## src/edgePkg.sv

```systemverilog
/*
 * Shared widths, configuration addresses, reset values
 * and the configuration write word union
 */
package edgePkg;

    localparam int PIX_WIDTH     = 8;   // Default pixel width
    localparam int GRAD_MARGIN   = 3;   // Extra gradient bits beyond the pixel
    localparam int CFG_WIDTH     = 16;  // Configuration data word
    localparam int THRESH_BITS   = PIX_WIDTH + GRAD_MARGIN;

    // Register addresses, one bit wide
    localparam logic CFG_ADDR_THRESH = 1'b0;
    localparam logic CFG_ADDR_CTRL   = 1'b1;

    localparam int THRESH_RESET  = 255; // Threshold after reset
    localparam int SOBEL_LATENCY = 4;   // Kernel depth in cycles

    // Threshold view, value sits in the low bits
    typedef struct packed {
        logic [CFG_WIDTH-THRESH_BITS-1:0] unused;
        logic [THRESH_BITS-1:0]           value;
    } threshView_t;

    // Control view, binarize in bit 0
    typedef struct packed {
        logic [CFG_WIDTH-2:0] reserved;
        logic                 binarize;
    } ctrlView_t;

    // Same write word, decoded by address
    typedef union packed {
        threshView_t thresh;
        ctrlView_t   ctrl;
    } cfgWord_u;

endpackage

```

## src/edgeConfig.sv

```systemverilog
/*
 * Configuration registers: threshold and output mode
 */
`timescale 1ns/10ps

module edgeConfig #(
    parameter int DATA_WIDTH = 8
) (
    input  logic                                       pclk_i,
    input  logic                                       reset_i,
    input  logic                                       cfgWe_i,    // One-cycle strobe
    input  logic                                       cfgAddr_i,
    input  logic [edgePkg::CFG_WIDTH-1:0]              cfgData_i,
    output logic [DATA_WIDTH+edgePkg::GRAD_MARGIN-1:0] threshold_o,
    output logic                                       binarize_o
);

    localparam int GRAD_WIDTH = DATA_WIDTH + edgePkg::GRAD_MARGIN;

    // Write word seen through both register views
    edgePkg::cfgWord_u cfgWord;

    assign cfgWord = cfgData_i;

    always_ff @(posedge pclk_i) begin
        if (reset_i) begin
            threshold_o <= GRAD_WIDTH'(edgePkg::THRESH_RESET);
            binarize_o  <= 1'b0;  // Grey mode
        end else if (cfgWe_i) begin
            if (cfgAddr_i == edgePkg::CFG_ADDR_CTRL) begin
                binarize_o <= cfgWord.ctrl.binarize;  // Reserved bits ignored
            end else begin
                // Threshold register, full gradient width
                threshold_o <= GRAD_WIDTH'(cfgWord.thresh.value);
            end
        end
    end

endmodule

```

## src/edgeSobel.sv

```systemverilog
/*
 * Four-stage Sobel kernel with gradients, absolute values, magnitude sum
 * and threshold, and the sync levels carried alongside
 */
`timescale 1ns/10ps

module edgeSobel #(
    parameter int DATA_WIDTH = 8
) (
    input  logic                                       pclk_i,
    input  logic                                       reset_i,
    input  logic [DATA_WIDTH-1:0]                      winP1_i,
    input  logic [DATA_WIDTH-1:0]                      winP2_i,
    input  logic [DATA_WIDTH-1:0]                      winP3_i,
    input  logic [DATA_WIDTH-1:0]                      winP4_i,
    input  logic [DATA_WIDTH-1:0]                      winP5_i,
    input  logic [DATA_WIDTH-1:0]                      winP6_i,
    input  logic [DATA_WIDTH-1:0]                      winP7_i,
    input  logic [DATA_WIDTH-1:0]                      winP8_i,
    input  logic [DATA_WIDTH-1:0]                      winP9_i,
    input  logic                                       fsync_i,
    input  logic                                       rsync_i,
    input  logic [DATA_WIDTH+edgePkg::GRAD_MARGIN-1:0] threshold_i,
    input  logic                                       binarize_i,
    output logic                                       fsync_o,
    output logic                                       rsync_o,
    output logic [DATA_WIDTH-1:0]                      pdata_o
);

    localparam int GRAD_WIDTH = DATA_WIDTH + edgePkg::GRAD_MARGIN;
    localparam int LAT        = edgePkg::SOBEL_LATENCY;

    logic [GRAD_WIDTH-1:0] gxPos;
    logic [GRAD_WIDTH-1:0] gxNeg;
    logic [GRAD_WIDTH-1:0] gyPos;
    logic [GRAD_WIDTH-1:0] gyNeg;
    logic [GRAD_WIDTH:0]   magSum;     // One spare bit for the carry

    logic signed [GRAD_WIDTH-1:0] gx;  // Stage 1
    logic signed [GRAD_WIDTH-1:0] gy;
    logic [GRAD_WIDTH-1:0]        absGx;  // Stage 2
    logic [GRAD_WIDTH-1:0]        absGy;
    logic [GRAD_WIDTH-1:0]        mag;    // Stage 3

    logic [LAT-1:0] fsPipe;  // Sync levels with one bit per stage
    logic [LAT-1:0] rsPipe;

    // Weighted column and row sums of the zero-extended pixels
    always_comb begin
        gxPos = GRAD_WIDTH'(winP3_i) + (GRAD_WIDTH'(winP6_i) << 1) + GRAD_WIDTH'(winP9_i);
        gxNeg = GRAD_WIDTH'(winP1_i) + (GRAD_WIDTH'(winP4_i) << 1) + GRAD_WIDTH'(winP7_i);
        gyPos = GRAD_WIDTH'(winP7_i) + (GRAD_WIDTH'(winP8_i) << 1) + GRAD_WIDTH'(winP9_i);
        gyNeg = GRAD_WIDTH'(winP1_i) + (GRAD_WIDTH'(winP2_i) << 1) + GRAD_WIDTH'(winP3_i);

        magSum = {1'b0, absGx} + {1'b0, absGy};
    end

    // Data stages
    always_ff @(posedge pclk_i) begin
        // Stage 1 forms the signed gradients
        gx <= $signed(gxPos - gxNeg);
        gy <= $signed(gyPos - gyNeg);

        // Stage 2 takes absolute values
        absGx <= gx[GRAD_WIDTH-1] ? GRAD_WIDTH'(-gx) : GRAD_WIDTH'(gx);
        absGy <= gy[GRAD_WIDTH-1] ? GRAD_WIDTH'(-gy) : GRAD_WIDTH'(gy);

        // Stage 3 sums |Gx| + |Gy| and saturates at the gradient width
        mag <= magSum[GRAD_WIDTH] ? '1 : magSum[GRAD_WIDTH-1:0];
    end

    assign fsync_o = fsPipe[LAT-1];
    assign rsync_o = rsPipe[LAT-1];

    // Stage 4 and the sync pipe
    always_ff @(posedge pclk_i) begin
        if (reset_i) begin
            fsPipe  <= '0;
            rsPipe  <= '0;
            pdata_o <= '0;
        end else begin
            fsPipe <= {fsPipe[LAT-2:0], fsync_i};
            rsPipe <= {rsPipe[LAT-2:0], rsync_i};

            // Only valid pixels update the output
            if (fsPipe[LAT-2] && rsPipe[LAT-2]) begin
                if (mag > threshold_i) begin
                    pdata_o <= '1;                  // Edge pixel saturates
                end else if (binarize_i) begin
                    pdata_o <= '0;
                end else begin
                    pdata_o <= mag[DATA_WIDTH-1:0]; // Grey mode keeps the low magnitude bits
                end
            end
        end
    end

endmodule

```

## src/edgeTop.sv

```systemverilog
/*
 * Edge detection top: line window, configuration block and Sobel kernel
 */
`timescale 1ns/10ps

module edgeTop #(
    parameter int DATA_WIDTH = edgePkg::PIX_WIDTH,
    parameter int LINE_WIDTH = 16
) (
    input  logic                          pclk_i,
    input  logic                          reset_i,
    input  logic                          fsync_i,
    input  logic                          rsync_i,
    input  logic [DATA_WIDTH-1:0]         pixel_i,
    input  logic                          cfgWe_i,
    input  logic                          cfgAddr_i,
    input  logic [edgePkg::CFG_WIDTH-1:0] cfgData_i,
    output logic                          fsync_o,
    output logic                          rsync_o,
    output logic [DATA_WIDTH-1:0]         pdata_o
);

    localparam int GRAD_WIDTH = DATA_WIDTH + edgePkg::GRAD_MARGIN;

    // Window to kernel
    logic [DATA_WIDTH-1:0] winP1, winP2, winP3;  // Two rows above
    logic [DATA_WIDTH-1:0] winP4, winP5, winP6;  // Row above
    logic [DATA_WIDTH-1:0] winP7, winP8, winP9;  // Current row, P9 newest
    logic                  winFsync;
    logic                  winRsync;

    // Configuration to kernel
    logic [GRAD_WIDTH-1:0] threshold;
    logic                  binarize;

    lineWindow #(
        .DATA_WIDTH (DATA_WIDTH),
        .LINE_WIDTH (LINE_WIDTH)
    ) i_lineWindow (
        .pclk_i     (pclk_i),
        .reset_i    (reset_i),
        .fsync_i    (fsync_i),
        .rsync_i    (rsync_i),
        .pixel_i    (pixel_i),
        .winP1_o    (winP1),
        .winP2_o    (winP2),
        .winP3_o    (winP3),
        .winP4_o    (winP4),
        .winP5_o    (winP5),
        .winP6_o    (winP6),
        .winP7_o    (winP7),
        .winP8_o    (winP8),
        .winP9_o    (winP9),
        .winFsync_o (winFsync),
        .winRsync_o (winRsync)
    );

    edgeConfig #(
        .DATA_WIDTH (DATA_WIDTH)
    ) i_edgeConfig (
        .pclk_i      (pclk_i),
        .reset_i     (reset_i),
        .cfgWe_i     (cfgWe_i),
        .cfgAddr_i   (cfgAddr_i),
        .cfgData_i   (cfgData_i),
        .threshold_o (threshold),
        .binarize_o  (binarize)
    );

    edgeSobel #(
        .DATA_WIDTH (DATA_WIDTH)
    ) i_edgeSobel (
        .pclk_i      (pclk_i),
        .reset_i     (reset_i),
        .winP1_i     (winP1),
        .winP2_i     (winP2),
        .winP3_i     (winP3),
        .winP4_i     (winP4),
        .winP5_i     (winP5),
        .winP6_i     (winP6),
        .winP7_i     (winP7),
        .winP8_i     (winP8),
        .winP9_i     (winP9),
        .fsync_i     (winFsync),
        .rsync_i     (winRsync),
        .threshold_i (threshold),
        .binarize_i  (binarize),
        .fsync_o     (fsync_o),
        .rsync_o     (rsync_o),
        .pdata_o     (pdata_o)
    );

endmodule

```

## src/lineWindow.sv

```systemverilog
/*
 * Line window: two row buffers, row/column counters,
 * border masking and the registered 3x3 window
 */
`timescale 1ns/10ps

module lineWindow #(
    parameter int DATA_WIDTH = 8,
    parameter int LINE_WIDTH = 16
) (
    input  logic                  pclk_i,
    input  logic                  reset_i,
    input  logic                  fsync_i,
    input  logic                  rsync_i,
    input  logic [DATA_WIDTH-1:0] pixel_i,
    output logic [DATA_WIDTH-1:0] winP1_o,
    output logic [DATA_WIDTH-1:0] winP2_o,
    output logic [DATA_WIDTH-1:0] winP3_o,
    output logic [DATA_WIDTH-1:0] winP4_o,
    output logic [DATA_WIDTH-1:0] winP5_o,
    output logic [DATA_WIDTH-1:0] winP6_o,
    output logic [DATA_WIDTH-1:0] winP7_o,
    output logic [DATA_WIDTH-1:0] winP8_o,
    output logic [DATA_WIDTH-1:0] winP9_o,
    output logic                  winFsync_o,
    output logic                  winRsync_o
);

    localparam int COL_WIDTH = (LINE_WIDTH > 1) ? $clog2(LINE_WIDTH) : 1;

    logic [DATA_WIDTH-1:0] lineMemA [LINE_WIDTH];  // Row r-1
    logic [DATA_WIDTH-1:0] lineMemB [LINE_WIDTH];  // Row r-2

    logic                 fsyncQ;
    logic                 rsyncQ;
    logic                 fsyncRise;
    logic                 rsyncRise;
    logic                 pixValid;
    logic [COL_WIDTH-1:0] colCnt;   // Column of the next pixel
    logic [COL_WIDTH-1:0] colIdx;   // Column of the current pixel
    logic [1:0]           rowCnt;   // Rows started this frame, saturates at 3
    logic [1:0]           rowIdx;   // Row of the current pixel, 3 means deep enough
    logic                 maskTop1;
    logic                 maskTop2;
    logic                 maskLeft1;
    logic                 maskLeft2;
    logic [DATA_WIDTH-1:0] upPix;
    logic [DATA_WIDTH-1:0] upUpPix;

    always_comb begin
        fsyncRise = fsync_i & ~fsyncQ;
        rsyncRise = rsync_i & ~rsyncQ;
        pixValid  = fsync_i & rsync_i;

        colIdx = rsyncRise ? '0 : colCnt;  // Row start restarts the column

        if (fsyncRise) begin
            rowIdx = 2'd0;                 // First row of a new frame
        end else if (rsyncRise) begin
            rowIdx = rowCnt;               // New row, not yet counted
        end else begin
            rowIdx = rowCnt - 2'd1;
        end

        // Border rule, negative rows and columns read as zero
        maskTop1  = (rowIdx == 2'd0);
        maskTop2  = (rowIdx < 2'd2);
        maskLeft1 = (colIdx == '0);
        maskLeft2 = (colIdx < COL_WIDTH'(2));

        upPix   = maskTop1 ? '0 : lineMemA[colIdx];  // Same column, row above
        upUpPix = maskTop2 ? '0 : lineMemB[colIdx];  // Same column, two rows above
    end

    // Counters and sync levels
    always_ff @(posedge pclk_i) begin
        if (reset_i) begin
            fsyncQ     <= 1'b0;
            rsyncQ     <= 1'b0;
            colCnt     <= '0;
            rowCnt     <= 2'd0;
            winFsync_o <= 1'b0;
            winRsync_o <= 1'b0;
        end else begin
            fsyncQ     <= fsync_i;
            rsyncQ     <= rsync_i;
            winFsync_o <= fsync_i;   // One cycle, same as the window
            winRsync_o <= rsync_i;

            if (pixValid) begin
                colCnt <= colIdx + 1'b1;
            end else if (rsyncRise) begin
                colCnt <= '0;
            end

            if (fsyncRise) begin
                rowCnt <= {1'b0, rsync_i};  // Row already open counts as started
            end else if (rsyncRise && rowCnt != 2'd3) begin
                rowCnt <= rowCnt + 2'd1;
            end
        end
    end

    // Row buffers and the three-column shift per row
    always_ff @(posedge pclk_i) begin
        if (pixValid) begin
            lineMemA[colIdx] <= pixel_i;
            lineMemB[colIdx] <= lineMemA[colIdx];  // Row r-1 moves down to r-2

            // Current row
            winP9_o <= pixel_i;                        // Newest pixel
            winP8_o <= maskLeft1 ? '0 : winP9_o;
            winP7_o <= maskLeft2 ? '0 : winP8_o;

            // Row above
            winP6_o <= upPix;
            winP5_o <= maskLeft1 ? '0 : winP6_o;
            winP4_o <= maskLeft2 ? '0 : winP5_o;

            // Two rows above
            winP3_o <= upUpPix;
            winP2_o <= maskLeft1 ? '0 : winP3_o;
            winP1_o <= maskLeft2 ? '0 : winP2_o;
        end
    end

endmodule

```

## config.mk

```make
export PLATFORM = sky130hd
export DESIGN_NAME = edgeTop
export DESIGN_NICKNAME = d
export VERILOG_FILES = /design/src/edgePkg.sv /design/src/edgeConfig.sv /design/src/edgeSobel.sv /design/src/edgeTop.sv /design/src/lineWindow.sv
export SDC_FILE = /design/constraint.sdc
export NUM_CORES = 1
export LEC_CHECK = 0
export BUFFER_PORTS_ARGS = -buffer_cell sky130_fd_sc_hd__buf_2
export CORE_AREA = 2 2 259 261
export CTS_CLUSTER_SIZE = 10
export DETAILED_ROUTE_END_ITERATION = 12
export DIE_AREA = 0 0 261 263
export SLEW_MARGIN = 20
export SYNTH_ARGS = -nofsm -noshare
export SYNTH_HDL_FRONTEND = slang
export SYNTH_SLANG_ARGS = --single-unit
```

## constraint.sdc

```tcl
create_clock -name pclk_i -period 12.84 [get_ports pclk_i]
set_input_delay 1.284 -clock pclk_i [delete_from_list [all_inputs] [get_ports pclk_i]]
set_output_delay 1.284 -clock pclk_i [all_outputs]
set_load 0.005 [all_outputs]
```

## Word level (Yosys, flattened, before mapping)

Memories as Yosys holds them, arrays and structs flattened. A register that Yosys moved wholly into a read port is not among the register bits.
Cells that the tools add are included.

- Register bits after elaboration: 155
- Latch bits: 0
- Memory bits (writable): 256
- Memory bits (read-only): 0
- Memories: 2

- $add $sub $neg: 16
- Multipliers: 0
- Divide/modulo/power cells: 0
- Order comparisons: 3
- Equality and inequality tests: 1
- Shift-type cells: 0
- Multiplexer cells: 12
- Bitwise operators: 6
- Reductions and logical operators: 8

Memories:

| name | depth | width | rd ports | clocked after memory_dff | wr ports | RTL line | text |
|---|---|---|---|---|---|---|---|
| i_lineWindow.lineMemA | 16 | 8 | 1 | 0 | 1 | lineWindow.sv:31 | `logic [DATA_WIDTH-1:0] lineMemA [LINE_WIDTH];` |
| i_lineWindow.lineMemB | 16 | 8 | 1 | 1 | 1 | lineWindow.sv:32 | `logic [DATA_WIDTH-1:0] lineMemB [LINE_WIDTH];` |

Operator list:

| kind | number |
|---|---|
| $add A11 B8 Y11 | 4 |
| $add A8 B9 Y10 | 4 |
| $neg A11 Y11 | 2 |
| $sub A11 B11 Y11 | 2 |
| $mux W10 | 2 |
| $mux W8 | 2 |
| $add A11 B11 Y12 | 1 |
| $gt A11 B11 Y1 | 1 |
| $mux W4 | 2 |
| $add A4 B1 Y4 const B | 1 |
| $logic_not A4 Y1 | 1 |
| $lt A4 B2 Y1 const B | 1 |
| $mux W1 | 4 |
| $mux W2 | 2 |
| $reduce_and A2 Y1 | 2 |
| $and A1 B1 Y1 | 3 |
| $not A1 Y1 | 3 |
| $add A2 B1 Y2 const B | 1 |
| $logic_and A1 B1 Y1 | 2 |
| $logic_not A2 Y1 | 1 |
| $lt A2 B2 Y1 const B | 1 |
| $ne A2 B2 Y1 const B | 1 |
| $reduce_bool A2 Y1 | 1 |
| $reduce_or A2 Y1 | 1 |
| $sub A2 B1 Y2 const B | 1 |

## Logic depth before layout (Yosys ltp)

- Word-level depth: 5
- Depth in mapped cells: 18
- Depth with buffers taken out: 18

## Cells and area by module

A second synthesis with hierarchy kept.

- Cell total of the unflattened synthesis: 1,398
- Area total of the unflattened synthesis: 18,939.4 um2

By module, submodules not included:

| module | times used | cells each | area each (um2) |
|---|---|---|---|
| lineWindow | 1 | 794 | 13,156.4 |
| edgeSobel | 1 | 552 | 5,276.3 |
| edgeConfig | 1 | 52 | 506.7 |

## Worst setup path before layout

OpenSTA, ideal clock, no wires.

- Kind: input -> register
- Start point: input rsync_i
- End point: memory i_lineWindow.lineMemA[11][0] (enable)
- Arrival time: 4.875 ns
- Data required time: 12.451 ns
- Slack: 7.576 ns
- Stages: 4
- Buffers on the path: 1
- Path through: and2_1 clkbuf_1 nand2_1 nor2_1

- Longest elaborated chain between the ends: 3
- Elaborated cells on any way between the ends: 5
- Classes of those cells: mux (3); bitwise (2)

RTL lines:

| element | RTL line | text |
|---|---|---|
| start: declaration | edgeTop.sv:13 | `input logic rsync_i,` |
| $and A1 B1 Y1 | lineWindow.sv:53 | `pixValid = fsync_i & rsync_i;` |
| named net i_lineWindow.pixValid | lineWindow.sv:38 | `logic pixValid;` |
| $mux W1 | lineWindow.sv:106 | `if (pixValid) begin` |
| $mux W1 (implied by the code) | lineWindow.sv:107 | `lineMemA[colIdx] <= pixel_i;` |
| end: declaration | lineWindow.sv:31 |  |

The timed path passes the listed nets, and every way through them passes these cells.

## Worst setup path in the final report

- Start point: register i_lineWindow.winP1_o[1]
- End point: register i_edgeSobel.gx[10]

- Longest elaborated chain between the ends: 3

RTL lines:

| element | RTL line | text |
|---|---|---|
| start: declaration | lineWindow.sv:16 | `output logic [DATA_WIDTH-1:0] winP1_o,` |
| start signal: assignment | lineWindow.sv:123 | `winP1_o <= maskLeft2 ? '0 : winP2_o;` |
| $add A8 B9 Y10 | edgeSobel.sv:51 | `gxNeg = GRAD_WIDTH'(winP1_i) + (GRAD_WIDTH'(winP4_i) << 1) + GRAD_WIDTH'(winP7_i);` |
| $add A11 B8 Y11 | edgeSobel.sv:51 |  |
| $sub A11 B11 Y11 | edgeSobel.sv:61 | `gx <= $signed(gxPos - gxNeg);` |
| end signal: assignment | edgeSobel.sv:61 |  |
| end: declaration | edgeSobel.sv:39 | `logic signed [GRAD_WIDTH-1:0] gx;` |

No other way between the ends.
A chain may end at the register's enable or synchronous reset.

==> out/metrics.csv <==
metric,value,unit
status,"complete, no violations",
required,13.35,ns
synth_edf_count,328,
clock_sinks,419,
worst_pin_slew,1.04,ns
fin_crit,4.43,ns
root_buffer,clkbuf_16,
dieArea,0.0686,sq mm
grt_pass1_vias,12196,
clk_latency,0.58,ns
final_nets,1743,
final_cell_area,0.0222,sq mm
worst-path-buf-inv,3,
cts_tree,done,
htreeDepth,2,
die_width,261,um
synth.mux.area_fraction,0.0355,
swShare,0.288,
max-slew-margin-rel,0.308,
synth_flop_cell,edfxtp_1,
cts_resized,0,
synth_simple_gate_area_share,0.0977,
holdWs,0.390,ns
seq_power_share,0.435,
arrival,4.93,ns
grt_use_total,0.124,
wl_per_cell,17.2,um
clk_pin_slew,0.06,ns
drc,0,
slew_violations,0,
dieHeight,263,um
port_buffers,34,
internal-power,2.70,mW
hp-class,reg -> reg,
synth_fp_nets,1697,
ios,40,
final_cell_mix,"328 x edfxtp_1, 111 x inv_1, 90 x dfxtp_1",
ys_ff_latch,419,
leakage,7.95,nW
synth_compound_area_frac,0.113,
cpPeakStageDelay,0.53,ns
synth_top_family_by_area,compound AO/OA/AOI/OAI gates,
crit_type,reg -> reg,
fin_skew,0.0189,ns
cts_buffers,49,
finalHoldViolations,0,
initial_core_util,0.299,
vias_per_cell,4.86,
worstPathCellList,ha_1 > inv_1 > fa_1 > nor2b_1 > o21ai_0 > a21boi_0 > o21ai_0 > a21o_1 > fa_1 > inv_1 > fa_1 > inv_1 > ha_1 > a21o_1 > a21o_1 > or4_1 > nand3_1,
cp.depth,17,
drive_gt1_frac,0.0972,
start_kind,flop,
drtIter0Drc,963,
ys_types,67,
power_density,171,mW/mm^2
avgSynthCellArea,12.7,sq um
synth-adder-area-share,0.0925,
layout_commonest_cell,edfxtp_1,
cp_top_family,adder cells,
yosysSeqAreaShare,0.594,
p_sw,1.09,mW
cp-end-kind,flop,
setup_tns,0,ns
finalSetupViolCount,0,
grt_overflow,0,
cp_slowest_cell,fa_1,
rsz0062_at_grt,no,
hold_buffers,0,
drt_wl_total,42.8,mm
core_area,0.0656,sq mm
post_cts_buffers,0,
hpwlAfterDp,27.9,mm
ant_nets,0,
syn-cell-area,0.0196,sq mm
cp_max_fo,5,
ff2ff_path_depth,17,
maxCapViolations,0,
row_count,94,
synthXorXnorAreaFrac,0.0250,
synth_async_sr_flop_share,0,
grt_pass1_wl,67.2,mm
timing.fmax,226,MHz
first_pass_iters,5,
vias,12109,
holdPathStages,0,
syn-instance-count,1544,
yosys_warnings,0,
place_congestion,0.818,
syn2layout_area_growth,13.1,%
timing.final.crit_share,0.345,
p_clk_frac,0.333,
antenna_found_initial,2,
total_power,3.80,mW
grt_max_degree,81,
peakVddDrop,0.000110,V
fillers,6472,
place_area,0.0207,sq mm
comb_power_share,0.232,
clockBufferDepth,3,
## cells in the mapped netlist (10+ instances only)
cell type / n / share of area
edfxtp_1: 328 / 0.50
inv_1: 111 / 0.021
dfxtp_1: 91 / 0.093
nor2_1: 90 / 0.017
o21ai_0: 87 / 0.022
ha_1: 86 / 0.055
nand3_1: 63 / 0.016
nor2b_1: 61 / 0.019
a21oi_1: 49 / 0.012
nand2_1: 47 / 0.0090
mux2i_1: 43 / 0.022
xnor2_1: 38 / 0.017
fa_1: 37 / 0.038
nand2b_1: 30 / 0.0096
a31oi_1: 27 / 0.0086
clkbuf_1: 26 / 0.0050
o22ai_1: 19 / 0.0061
buf_2: 18 / 0.0046
nand3b_1: 18 / 0.0069
xor2_1: 18 / 0.0080
nor3_1: 17 / 0.0043
mux2_2: 16 / 0.0092
o21a_1: 16 / 0.0061
a221o_1: 15 / 0.0076
a221oi_1: 15 / 0.0067
and2_1: 14 / 0.0045
o31a_1: 14 / 0.0062
a21o_1: 12 / 0.0046
buf_4: 11 / 0.0042
o211ai_1: 11 / 0.0042
buf_6: 10 / 0.0057
or3_1: 10 / 0.0032
## state kept, by name, summed over array words and instances, names as in the netlist, 11 cells and up
register                  flops
i_lineWindow.lineMemA       128
i_lineWindow.lineMemB       128
i_edgeConfig.threshold_o     11
i_edgeSobel.absGx            11
i_edgeSobel.absGy            11
i_edgeSobel.gx               11
i_edgeSobel.gy               11
i_edgeSobel.mag              11
## per-layer routing
layer,routed length [um],track usage,part of all wire,up-vias
met2,20700,0.207,0.48,278
met5,0,0,0,-
met4,1180,0.0424,0.028,0
li1,-,-,-,5775
met3,2070,0.0215,0.048,92
met1,18900,0.161,0.44,5964
## layout make-up
type	count	area, sq um	share of cell area
Antenna cell	1	2.50	0.000113
Clock buffer	81	1370	0.0616
Clock inverter	6	87.6	0.00394
Inverter	112	420	0.0189
Multi-Input combinational cell	942	7160	0.322
Sequential cell	419	11700	0.526
Tap cell	864	1080	0.0487
Timing Repair Buffer	66	410	0.0185
## through the flow
step,utilization,cells,setup slack [ns]
5_1_grt,0.338,2490,8.12
3_3_place_gp,0.316,2403,8.06
6_report,0.338,2491,8.41
2_1_floorplan,-,1544,7.58
4_1_cts,0.338,2490,8.38
3_5_place_dp,0.316,2403,8.05
## final timing paths
path	end	slack (ns)	startpoint
max reg2reg	i_edgeSobel.gx[10]	8.41	i_lineWindow.winP1_o[1]
min reg2reg	i_edgeSobel.absGx[0]	0.39	i_edgeSobel.gx[0]
min	i_edgeSobel.absGx[0]	0.39	i_edgeSobel.gx[0]
max	i_edgeSobel.gx[10]	8.41	i_lineWindow.winP1_o[1]
## kinds of logic after synthesis
group,after synthesis
AOI/OAI and AO/OA,328
xor gates and xnor gates,56
adders and majority gates,123
buffers and inverters,183
DFF,419
muxes,65
and+or+nand+nor,370
## power by group through the flow
| stage | clock [mW] | combinational, mW | sequential (mW) |
|---|---|---|---|
| 2_1_floorplan | 0 | 0.707 | 1.65 |
| 3_3_place_gp | 0 | 0.860 | 1.68 |
| 3_5_place_dp | 0 | 0.882 | 1.68 |
| 4_1_cts | 1.29 | 0.887 | 1.66 |
| 5_1_grt | 1.35 | 1.00 | 1.67 |
| 6_report | 1.26 | 0.879 | 1.65 |
Power figures use the tool's default switching activity.
